$ cat src/common/track_pkg.sv
package track_pkg;

	////////////////////
	// widths and stream constants

	localparam int BYTE_W    = 8;
	localparam int PIX_W     = 16;
	localparam int COORD_W   = 11;
	localparam int CAM_DELAY = 4;

	// luma strictly above this counts as bright
	localparam logic [BYTE_W-1:0] Y_THRESH = 8'd200;

	// border colour
	localparam logic [PIX_W-1:0] BOX_PIX = 16'hff80;

	////////////////////
	// payloads and states

	typedef struct packed {
		logic              vsync;
		logic              href;
		logic [BYTE_W-1:0] data;
	} cam_raw_t;

	typedef struct packed {
		logic             valid;
		logic [PIX_W-1:0] data;
	} pix_out_t;

	typedef enum logic [1:0] {
		ST_IDLE       = 2'd0,
		ST_WAIT_FRAME = 2'd1,
		ST_CAPTURE    = 2'd2,
		ST_REPORT     = 2'd3
	} track_state_t;

endpackage

$ cat src/source/sig_delay.sv
`timescale 1ns/100ps

module sig_delay import track_pkg::*; #(
	parameter type T     = cam_raw_t,
	parameter int  DELAY = CAM_DELAY
) (
	input  logic cmos_pclk_gbuf,
	input  logic rst_n,
	input  T     i_data,
	output T     o_data
);

	T dly_r [DELAY];

	// stage 0 takes the input, the rest shift down the chain
	always_ff @(posedge cmos_pclk_gbuf or negedge rst_n) begin
		if (!rst_n) begin
			for (int i = 0; i < DELAY; i++) begin
				dly_r[i] <= '0;
			end
		end else begin
			dly_r[0] <= i_data;
			for (int i = 1; i < DELAY; i++) begin
				dly_r[i] <= dly_r[i-1];
			end
		end
	end

	assign o_data = dly_r[DELAY-1];

endmodule

$ cat src/source/pix_pack.sv
`timescale 1ns/100ps

module pix_pack import track_pkg::*; (
	input  logic              cmos_pclk_gbuf,
	input  logic              rst_n,
	input  logic              i_href,
	input  logic [BYTE_W-1:0] i_byte,
	output logic              o_pix_valid,
	output logic [PIX_W-1:0]  o_pix_data,
	output logic              o_href
);

	logic              phase_r;
	logic [BYTE_W-1:0] luma_r;

	// phase 0 expects the luma byte, phase 1 the second byte
	always_ff @(posedge cmos_pclk_gbuf or negedge rst_n) begin
		if (!rst_n) begin
			phase_r     <= 1'b0;
			o_pix_valid <= 1'b0;
			o_href      <= 1'b0;
		end else begin
			o_href      <= i_href;
			o_pix_valid <= i_href & phase_r;
			if (i_href) begin
				phase_r <= ~phase_r;
			end else begin
				phase_r <= 1'b0;
			end
		end
	end

	// byte storage
	always_ff @(posedge cmos_pclk_gbuf) begin
		if (i_href && !phase_r) begin
			luma_r <= i_byte;
		end
		if (i_href && phase_r) begin
			o_pix_data <= {luma_r, i_byte};
		end
	end

endmodule

$ cat src/tracker/track_fsm.sv
`timescale 1ns/100ps

module track_fsm import track_pkg::*; (
	input  logic cmos_pclk_gbuf,
	input  logic rst_n,
	input  logic i_vsync,
	input  logic i_track_en,
	output logic o_frame_start,
	output logic o_capture,
	output logic o_frame_end
);

	track_state_t state_r;
	logic         vsync_d;
	logic         vs_fall;
	logic         vs_rise;

	// vsync is high in blanking, active frame sits between fall and rise
	assign vs_fall = vsync_d & ~i_vsync;
	assign vs_rise = ~vsync_d & i_vsync;

	always_ff @(posedge cmos_pclk_gbuf or negedge rst_n) begin
		if (!rst_n) begin
			state_r       <= ST_IDLE;
			vsync_d       <= 1'b0;
			o_frame_start <= 1'b0;
			o_frame_end   <= 1'b0;
		end else begin
			vsync_d       <= i_vsync;
			o_frame_start <= 1'b0;
			o_frame_end   <= 1'b0;
			case (state_r)
				ST_IDLE: begin
					if (i_track_en) begin
						state_r <= ST_WAIT_FRAME;
					end
				end
				ST_WAIT_FRAME: begin
					if (!i_track_en) begin
						state_r <= ST_IDLE;
					end else if (vs_fall) begin
						state_r       <= ST_CAPTURE;
						o_frame_start <= 1'b1;
					end
				end
				ST_CAPTURE: begin
					// frame runs to its end even if tracking is dropped
					if (vs_rise) begin
						state_r     <= ST_REPORT;
						o_frame_end <= 1'b1;
					end
				end
				ST_REPORT: begin
					state_r <= i_track_en ? ST_WAIT_FRAME : ST_IDLE;
				end
				default: begin
					state_r <= ST_IDLE;
				end
			endcase
		end
	end

	assign o_capture = (state_r == ST_CAPTURE);

endmodule

$ cat src/tracker/pix_pos_cnt.sv
`timescale 1ns/100ps

module pix_pos_cnt import track_pkg::*; (
	input  logic               cmos_pclk_gbuf,
	input  logic               rst_n,
	input  logic               i_frame_start,
	input  logic               i_pix_valid,
	input  logic               i_href,
	output logic [COORD_W-1:0] o_col,
	output logic [COORD_W-1:0] o_row
);

	logic [COORD_W-1:0] col_cnt;
	logic [COORD_W-1:0] row_cnt;
	logic               href_d;
	logic               href_fall;

	assign href_fall = href_d & ~i_href;

	always_ff @(posedge cmos_pclk_gbuf or negedge rst_n) begin
		if (!rst_n) begin
			href_d  <= 1'b0;
			col_cnt <= '0;
			row_cnt <= '0;
			o_col   <= '0;
			o_row   <= '0;
		end else begin
			href_d <= i_href;
			// position of the current pixel, one stage behind
			o_col  <= col_cnt;
			o_row  <= row_cnt;
			if (href_fall || i_frame_start) begin
				col_cnt <= '0;
			end else if (i_pix_valid) begin
				col_cnt <= col_cnt + 1'b1;
			end
			if (i_frame_start) begin
				row_cnt <= '0;
			end else if (href_fall) begin
				row_cnt <= row_cnt + 1'b1;
			end
		end
	end

endmodule

$ cat src/tracker/box_track.sv
`timescale 1ns/100ps

module box_track import track_pkg::*; (
	input  logic               cmos_pclk_gbuf,
	input  logic               rst_n,
	input  logic               i_frame_start,
	input  logic               i_capture,
	input  logic               i_frame_end,
	input  logic               i_pix_valid,
	input  logic [PIX_W-1:0]   i_pix_data,
	input  logic [COORD_W-1:0] i_col,
	input  logic [COORD_W-1:0] i_row,
	output logic [COORD_W-1:0] o_col_min,
	output logic [COORD_W-1:0] o_col_max,
	output logic [COORD_W-1:0] o_row_min,
	output logic [COORD_W-1:0] o_row_max,
	output logic               o_box_valid,
	output logic               o_track_done
);

	logic               bright_q;
	logic               hit_r;
	logic               done_q;
	logic [COORD_W-1:0] col_min_r;
	logic [COORD_W-1:0] col_max_r;
	logic [COORD_W-1:0] row_min_r;
	logic [COORD_W-1:0] row_max_r;

	////////////////////
	// control and results

	always_ff @(posedge cmos_pclk_gbuf or negedge rst_n) begin
		if (!rst_n) begin
			bright_q     <= 1'b0;
			hit_r        <= 1'b0;
			done_q       <= 1'b0;
			o_track_done <= 1'b0;
			o_box_valid  <= 1'b0;
			o_col_min    <= '0;
			o_col_max    <= '0;
			o_row_min    <= '0;
			o_row_max    <= '0;
		end else begin
			// registered so it lines up with the counter position
			bright_q <= i_capture & i_pix_valid & (i_pix_data[PIX_W-1 -: BYTE_W] > Y_THRESH);
			if (i_frame_start) begin
				hit_r <= 1'b0;
			end else if (bright_q) begin
				hit_r <= 1'b1;
			end
			if (i_frame_end) begin
				o_col_min   <= col_min_r;
				o_col_max   <= col_max_r;
				o_row_min   <= row_min_r;
				o_row_max   <= row_max_r;
				o_box_valid <= hit_r;
			end
			done_q       <= i_frame_end;
			o_track_done <= done_q;
		end
	end

	////////////////////
	// running extents

	always_ff @(posedge cmos_pclk_gbuf) begin
		if (i_frame_start) begin
			col_min_r <= '1;
			col_max_r <= '0;
			row_min_r <= '1;
			row_max_r <= '0;
		end else if (bright_q) begin
			if (i_col < col_min_r) col_min_r <= i_col;
			if (i_col > col_max_r) col_max_r <= i_col;
			if (i_row < row_min_r) row_min_r <= i_row;
			if (i_row > row_max_r) row_max_r <= i_row;
		end
	end

endmodule

$ cat src/source/box_overlay.sv
`timescale 1ns/100ps

module box_overlay import track_pkg::*; (
	input  logic               cmos_pclk_gbuf,
	input  logic               rst_n,
	input  logic               i_pix_valid,
	input  logic [PIX_W-1:0]   i_pix_data,
	input  logic [COORD_W-1:0] i_col,
	input  logic [COORD_W-1:0] i_row,
	input  logic [COORD_W-1:0] i_col_min,
	input  logic [COORD_W-1:0] i_col_max,
	input  logic [COORD_W-1:0] i_row_min,
	input  logic [COORD_W-1:0] i_row_max,
	input  logic               i_box_valid,
	output logic               o_pix_valid,
	output logic [PIX_W-1:0]   o_pix_data
);

	logic col_in;
	logic row_in;
	logic on_vert;
	logic on_horz;
	logic on_border;

	assign col_in = (i_col >= i_col_min) && (i_col <= i_col_max);
	assign row_in = (i_row >= i_row_min) && (i_row <= i_row_max);

	// left/right edges, then top/bottom edges
	assign on_vert   = ((i_col == i_col_min) || (i_col == i_col_max)) && row_in;
	assign on_horz   = ((i_row == i_row_min) || (i_row == i_row_max)) && col_in;
	assign on_border = i_box_valid && (on_vert || on_horz);

	always_ff @(posedge cmos_pclk_gbuf or negedge rst_n) begin
		if (!rst_n) begin
			o_pix_valid <= 1'b0;
		end else begin
			o_pix_valid <= i_pix_valid;
		end
	end

	always_ff @(posedge cmos_pclk_gbuf) begin
		if (i_pix_valid) begin
			o_pix_data <= on_border ? BOX_PIX : i_pix_data;
		end
	end

endmodule

$ cat src/source/track_top.sv
`timescale 1ns/100ps

module track_top import track_pkg::*; (
	input  logic               cmos_pclk_gbuf,
	input  logic               rst_n,
	input  logic               i_cam_vsync,
	input  logic               i_cam_href,
	input  logic [BYTE_W-1:0]  i_cam_d,
	input  logic               i_track_en,
	output logic               o_pix_valid,
	output logic [PIX_W-1:0]   o_pix_data,
	output logic [COORD_W-1:0] o_box_col_min,
	output logic [COORD_W-1:0] o_box_col_max,
	output logic [COORD_W-1:0] o_box_row_min,
	output logic [COORD_W-1:0] o_box_row_max,
	output logic               o_box_valid,
	output logic               o_track_done
);

	cam_raw_t           cam_dly;
	pix_out_t           pix_dly;
	logic               pk_valid;
	logic [PIX_W-1:0]   pk_data;
	logic               pk_href;
	logic               frame_start;
	logic               capture;
	logic               frame_end;
	logic [COORD_W-1:0] pos_col;
	logic [COORD_W-1:0] pos_row;

	////////////////////
	// camera side

	sig_delay #(.T(cam_raw_t), .DELAY(CAM_DELAY)) u_cam_delay (
		.cmos_pclk_gbuf (cmos_pclk_gbuf),
		.rst_n          (rst_n),
		.i_data         ({i_cam_vsync, i_cam_href, i_cam_d}),
		.o_data         (cam_dly)
	);

	pix_pack u_pix_pack (
		.cmos_pclk_gbuf (cmos_pclk_gbuf),
		.rst_n          (rst_n),
		.i_href         (cam_dly.href),
		.i_byte         (cam_dly.data),
		.o_pix_valid    (pk_valid),
		.o_pix_data     (pk_data),
		.o_href         (pk_href)
	);

	track_fsm u_track_fsm (
		.cmos_pclk_gbuf (cmos_pclk_gbuf),
		.rst_n          (rst_n),
		.i_vsync        (cam_dly.vsync),
		.i_track_en     (i_track_en),
		.o_frame_start  (frame_start),
		.o_capture      (capture),
		.o_frame_end    (frame_end)
	);

	pix_pos_cnt u_pix_pos_cnt (
		.cmos_pclk_gbuf (cmos_pclk_gbuf),
		.rst_n          (rst_n),
		.i_frame_start  (frame_start),
		.i_pix_valid    (pk_valid),
		.i_href         (pk_href),
		.o_col          (pos_col),
		.o_row          (pos_row)
	);

	// pixel held back one stage to meet its position
	sig_delay #(.T(pix_out_t), .DELAY(1)) u_pix_delay (
		.cmos_pclk_gbuf (cmos_pclk_gbuf),
		.rst_n          (rst_n),
		.i_data         ({pk_valid, pk_data}),
		.o_data         (pix_dly)
	);

	////////////////////
	// tracking and overlay

	box_track u_box_track (
		.cmos_pclk_gbuf (cmos_pclk_gbuf),
		.rst_n          (rst_n),
		.i_frame_start  (frame_start),
		.i_capture      (capture),
		.i_frame_end    (frame_end),
		.i_pix_valid    (pk_valid),
		.i_pix_data     (pk_data),
		.i_col          (pos_col),
		.i_row          (pos_row),
		.o_col_min      (o_box_col_min),
		.o_col_max      (o_box_col_max),
		.o_row_min      (o_box_row_min),
		.o_row_max      (o_box_row_max),
		.o_box_valid    (o_box_valid),
		.o_track_done   (o_track_done)
	);

	box_overlay u_box_overlay (
		.cmos_pclk_gbuf (cmos_pclk_gbuf),
		.rst_n          (rst_n),
		.i_pix_valid    (pix_dly.valid),
		.i_pix_data     (pix_dly.data),
		.i_col          (pos_col),
		.i_row          (pos_row),
		.i_col_min      (o_box_col_min),
		.i_col_max      (o_box_col_max),
		.i_row_min      (o_box_row_min),
		.i_row_max      (o_box_row_max),
		.i_box_valid    (o_box_valid),
		.o_pix_valid    (o_pix_valid),
		.o_pix_data     (o_pix_data)
	);

endmodule

$ cat config.mk
export PLATFORM = sky130hd
export DESIGN_NAME = track_top
export DESIGN_NICKNAME = d
export VERILOG_FILES = /design/src/common/track_pkg.sv /design/src/source/sig_delay.sv /design/src/source/pix_pack.sv /design/src/tracker/track_fsm.sv /design/src/tracker/pix_pos_cnt.sv /design/src/tracker/box_track.sv /design/src/source/box_overlay.sv /design/src/source/track_top.sv
export SDC_FILE = /design/constraint.sdc
export NUM_CORES = 1
export LEC_CHECK = 0
export BUFFER_PORTS_ARGS = -buffer_cell sky130_fd_sc_hd__buf_2
export CORE_UTILIZATION = 35
export CTS_CLUSTER_DIAMETER = 80
export CTS_CLUSTER_SIZE = 12
export DETAILED_ROUTE_END_ITERATION = 8
export PLACE_DENSITY = 0.63
export SLEW_MARGIN = 15
export SYNTH_ARGS = -nofsm -noshare
export SYNTH_HDL_FRONTEND = slang
export SYNTH_SLANG_ARGS = --single-unit
export TNS_END_PERCENT = 5
$ cat constraint.sdc
create_clock -name cmos_pclk_gbuf -period 2.5 [get_ports cmos_pclk_gbuf]
set_input_delay 0.375 -clock cmos_pclk_gbuf [delete_from_list [all_inputs] [get_ports cmos_pclk_gbuf]]
set_output_delay 0.375 -clock cmos_pclk_gbuf [all_outputs]
set_load 0.05 [all_outputs]
; Word-level counts from Yosys, hierarchy flattened
; Index checks and enable logic that the tools add are counted.
[word_totals]
ff_bits = 244
in_bits = 13
word_cells = 113
[classes]
add_sub_neg = 2
magnitude_cmp = 9
n_eq_ne = 10
n_mux = 18
bitwise_logic = 10
n_reduce_logical = 21
[op_table]
columns = operator, n
row1 = equality test 11 bit, 4
row2 = 2-to-1 mux 11 bit, 4
row3 = adder 11 x 1 -> 11 bit (second input constant), 2
row4 = greater-or-equal comparator 11 bit, 2
row5 = greater-than comparator 11 bit, 2
row6 = less-or-equal comparator 11 bit, 2
row7 = < comparator 11 bit, 2
row8 = 2-to-1 mux 1 bit, 9
row9 = greater-than comparator 8 bit (second input constant), 1
row10 = 2-to-1 mux 2 bit, 4
row11 = one-hot mux 2 bit (4 select lines), 1
row12 = AND reduction 2 bit, 4
row13 = logical AND 1 bit, 7
row14 = AND 1 bit, 6
row15 = nonzero test 2 bit, 3
row16 = equality test 2 bit (second input constant), 2
row17 = logical OR 1 bit, 4
row18 = inequality test 2 bit (second input constant), 2
row19 = NOT 1 bit, 4
row20 = inequality test 3 x 2 -> 1 bit (second input constant), 1
row21 = AND reduction 3 bit, 1
row22 = equality test 2 x 1 -> 1 bit (second input constant), 1
row23 = logical NOT 2 bit, 1
row24 = logical NOT 1 bit, 1

; Depth between registers and ports, before layout
[depth]
ltp_word = 5
mapped_depth = 9
depth_no_buf = 8

; Hierarchy
; Synthesis repeated with hierarchy kept, for this count alone.
[unflattened]
hier_cells = 868
area_unflattened_um2 = 10566.4
[by_module_without_submodules]
columns = module, n_inst, cells_per_inst, area_per_inst_um2, seq_area_each_um2
row1 = box_track, 1, 430, 4540.6, 2107.0
row2 = box_overlay, 1, 199, 1863.0, 505.5
row3 = pix_pos_cnt, 1, 127, 1660.3, 1126.1
row4 = sig_delay (u_cam_delay), 1, 50, 1076.0, 1001.0
row5 = pix_pack, 1, 29, 812.0, 795.8
row6 = sig_delay (u_pix_delay), 1, 17, 425.4, 425.4
row7 = track_fsm, 1, 16, 188.9, 125.1

; Worst setup path before layout
; Ideal clock, no wire load.
[synth_timing]
kind = flip-flop to flip-flop
from = reg u_box_track.o_row_max[8]
to = reg u_box_overlay.o_pix_data[0] (data pin)
setup_ns = 0.253
t_arrival_ns = 2.222
t_required_ns = 2.247
slack_ns = 0.025
stages_incl_launch_ff = 10
n_path_buf = 1
synth_period_minus_slack_ns = 2.475
path_cell_list = dfrtp_1 -> inv_1 -> ha_1 -> a21oi_2 -> o21ai_1 -> or3_1 -> a31oi_2 -> a32oi_4 -> buf_6 -> and2_4
[synth_via]
elab_chain_len = 5
word_cells_on_any_way = 8
cone_classes = order compare: 1 / eq/ne: 1 / reduce/logical: 6
[synth_lines]
columns = item, line
row1 = start: declaration, box_track.sv:16  ; output logic [COORD_W-1:0] o_row_max,
row2 = start signal: assignment, box_track.sv:55  ; o_row_max <= row_max_r;
row3 = less-or-equal comparator 11 bit or equality test 11 bit (tied branches), "box_overlay.sv:26, box_overlay.sv:30"
row4 = logical AND 1 bit or logical OR 1 bit (tied branches), "box_overlay.sv:26, box_overlay.sv:30"
row5 = "logical AND 1 bit, on equally long branches", "box_overlay.sv:29, box_overlay.sv:30"
row6 = logical OR 1 bit *, box_overlay.sv:31  ; assign on_border = i_box_valid && (on_vert || on_horz);
row7 = logical AND 1 bit *, box_overlay.sv:31
row8 = end signal: assignment, box_overlay.sv:43  ; o_pix_data <= on_border ? BOX_PIX : i_pix_data;
row9 = end: declaration, box_overlay.sv:16  ; output logic [PIX_W-1:0] o_pix_data
; Every way passes the cells marked *; elsewhere a longest branch is shown, timed or not.
; A chain may end at the register's enable or synchronous reset.

; Worst setup path after layout
[layout_timing]
from = reg u_pix_pos_cnt.o_col[10]
to = reg u_box_overlay.o_pix_data[8] (data pin)
[layout_via]
elab_chain_len = 5
word_cells_on_any_way = 10
cone_classes = order compare: 2 / eq/ne: 2 / reduce/logical: 6
[layout_lines]
columns = item, line
row1 = start: declaration, pix_pos_cnt.sv:9  ; output logic [COORD_W-1:0] o_col,
row2 = start signal: assignment, pix_pos_cnt.sv:30  ; o_col <= col_cnt;
row3 = greater-or-equal comparator 11 bit (tied with other cells), box_overlay.sv:25  ; assign col_in = (i_col >= i_col_min) && (i_col <= i_col_max);
row4 = logical AND 1 bit or logical OR 1 bit (tied branches), "box_overlay.sv:25, box_overlay.sv:29"
row5 = "logical AND 1 bit, on equally long branches", "box_overlay.sv:30, box_overlay.sv:29"
row6 = logical OR 1 bit *, box_overlay.sv:31
row7 = logical AND 1 bit *, box_overlay.sv:31
; Marks and branches as above.

==> metrics.cfg <==
[timing]
rsz0062_at_grt = no
finClkSkew_ns = 0.01697
setup_violations = 0
hold_violations = 0
drv_slew = 0
post-route-period-util = 0.9423
fmax_mhz = 424.5
slew_headroom = 0.4249
min_period_ns = 2.356
setup_ws_ns = 0.1442
tightest_slew_ns = 0.8616

[synthesis]
ys_seq_elements = 244
avgSynthCellArea_sq_um = 11.45
synthMostInstantiatedCell = dfrtp_1
ys_warn_count = 0
synth.top_cell.area_share = 0.3937
synth_edf_count = 40
synthTopCellsByCount = 160 x dfrtp_1, 89 x inv_1, 88 x ha_1
ys_seq_area_frac = 0.5984
synthTopCellsByArea = dfrtp_1 39%, edfxtp_1 12%, ha_1 11%
netlist_area_sq_um = 10170
synthFlopType = dfrtp_1
syn-num-nets = 989
yosysUniqueCellTypes = 55
syn_inst = 888
synthArstFlopShare = 0.6557
yosysTopAreaCell = dfrtp_1

[die]
io_pins = 76
die_x_um = 172.5
die_area_sq_um = 29740
coreArea_sq_um = 28630
rows = 62
die_h_um = 172.5
start_util = 0.3553

[global_routing]
grt_pass1_wl_um = 33540
antenna_found_initial = 0
grt_usage = 0.1443
grt_pass1_vias = 6477
grt_max_degree = 60
grt-ovfl-total = 0

[route]
route.detailed.drc = 0
dr.pass1.iters = 4
vias = 6622
wl_per_cell_um = 14.72
drt_iter0_drc = 358
vias_per_cell = 4.723
final_antenna_net_count = 0
totalWireLength_um = 20630

[cts]
postCtsSetupBuffers = 0
cts_buffers = 24
clk_latency_ns = 0.53
cts.sinks = 244
cts_root_buf = clkbuf_16
clockBufferDepth = 3
path_clk_slew_ns = 0.07
htree_levels = 1
cts_tree = yes

[power_and_ir_drop]
vdd.ir_drop.worst_mv = 0.4493
p_leak_nw = 5.653
powerDensity_nw_per_um2 = 857.8

[worst_setup_path]
cp_max_fo = 9
critical_path_required_ns = 2.77
critPathCaptureType = flip-flop
critPathKind = flip-flop to flip-flop
cp_data_arrival_time_ns = 2.62
cp-start-kind = flip-flop

[placed_design]
dp_hpwl_um = 14570
io_buffers = 75
pre_cts_slack_ns = -0.1213
gp_congestion = 0.8534

[finish]
area_growth_pct = 18.50
drive_gt1_frac = 0.1642
fin_nets = 1100
final_util = 0.4210

[job]
cap_violations = 0

[worst_hold_path]
hp-class = primary input to flip-flop

[status]
outcome = complete, no violations

cell type report:
type,instances,area [sq um]
inverters,89,334.1
clock buffers,42,688.2
well taps,384,480.5
flip-flops and latches,244,6088
multi-input cells,523,3659
repair buffers,117,753.2
clock inverters,2,46.29
diodes,1,2.502
fillers,2722,16570
logic make-up after synthesis:
kind of cell             after synthesis  share of synthesized area
AO/OA/AOI/OAI                        184                     0.1049
XOR/XNOR                              18                    0.01550
adder cells (fa/ha/maj)               88                     0.1083
buffers and inverters                121                    0.04601
flip-flops                           244                     0.5984
multiplexers                           6                   0.006397
AND/OR/NAND/NOR                      227                     0.1204
stage by stage:
stage                     cell area (sq um)  total power [mW]  setup TNS [ns]  hold WS [ns]  cells
after floorplan                       10170             6.214               0       0.07941    888
after global placement                11160             6.908          -1.940        0.3313   1346
after detailed placement              11160             6.957          -1.536        0.3347   1346
after CTS                             12020             10.48               0       0.05309   1401
after global routing                  12050             10.92               0       0.07637   1401
final                                 12050             10.34               0       0.08140   1402
worst paths after layout:
kind / from / end / slack, ns / cells after the start
max: u_pix_pos_cnt.o_col[10]$_DFF_PN0_ / u_box_overlay.o_pix_data[8]$_SDFFCE_PP1P_ / 0.14 / 9
min: i_track_en / u_track_fsm.o_frame_start$_DFF_PN0_ / 0.08 / 3
max reg2reg: u_pix_pos_cnt.o_col[10]$_DFF_PN0_ / u_box_overlay.o_pix_data[8]$_SDFFCE_PP1P_ / 0.14 / 9
min reg2reg: u_cam_delay.dly_r[20]$_DFF_PN0_ / u_cam_delay.dly_r[10]$_DFF_PN0_ / 0.34 / 0
max in group asynchronous: rst_n / u_cam_delay.dly_r[34]$_DFF_PN0_ / 1.35 / 3
min in group asynchronous: rst_n / u_box_track.o_col_max[0]$_DFFE_PN0P_ / 0.40 / 2
critical path, cell delays in order, from the launching register on:
cell,delay [ns]
dfrtp_1,0.46
ha_1,0.36
nand4_1,0.19
nor3_2,0.08
o21ai_1,0.16
buf_4,0.14
a31oi_4,0.04
a32oi_4,0.40
buf_6,0.19
nand2b_1,0.06
report_power, final:
part	leakage [nW]	switching [mW]	total [mW]	internal [mW]
registers	2.75	0.248	4.64	4.40
clock network	0.350	1.47	3.43	1.96
logic	2.55	1.55	2.26	0.706
sequential cells by signal, indices dropped and copies added (netlist names), 8 cells and up, named ones only:
name                      cells
u_pix_pos_cnt.o_row          11
u_pix_delay.o_data           17
u_box_track.row_min_r        11
u_cam_delay.o_data           10
u_cam_delay.dly_r            30
u_box_track.o_row_min        11
u_box_track.row_max_r        11
u_box_track.col_max_r        11
u_pix_pack.o_pix_data        16
u_pix_pack.luma_r             8
u_pix_pos_cnt.o_col          11
u_box_track.o_row_max        11
u_pix_pos_cnt.col_cnt        11
u_box_track.o_col_max        11
u_pix_pos_cnt.row_cnt        11
u_box_track.o_col_min        11
u_box_track.col_min_r        11
u_box_overlay.o_pix_data     16
placed cells by master, fill, tap and decap left out, types with 5 or more instances in the layout:
cell           netlist  routed
and4_1               6       6
xnor2_1              5       5
dlygate4sd3_1        0      11
buf_4                0      28
edfxtp_1            40      40
dfrtp_1            160     158
ha_1                88      87
nand2b_1            13      13
a31oi_1             21      21
and3_1               5       5
or3_1                6       5
nor2b_1              7       7
clkbuf_16            0      24
or3b_1              16      16
a21o_1               8       8
nand2_1             74      74
nor2_1              29      28
nor3_1              25      23
a21oi_1             51      50
xor2_1              13      13
clkbuf_1            22      16
buf_2                4      74
dfxtp_1             44      44
o21ai_0             78      75
and2_4               7       7
nand3_1             12      12
nand4_1             14      14
inv_1               89      89
o21ai_1              4       7
metal layers:
| layer | wire length [um] | GRT usage |
|---|---|---|
| met1 | 9374 | 0.1880 |
| met2 | 9694 | 0.2404 |
| met3 | 1083 | 0.02930 |
| met4 | 482 | 0.04425 |
| met5 | 0 | 0 |
repair_timing:
item / CTS / global route
resized for setup: 3 / 9
pin swaps: 1 / 2
endpoints found under the setup margin: 16 / 16
hold endpoints to repair: 66 / 0
hold buffers: 11 / 0
No activity file was read; power rests on OpenSTA's default activity.
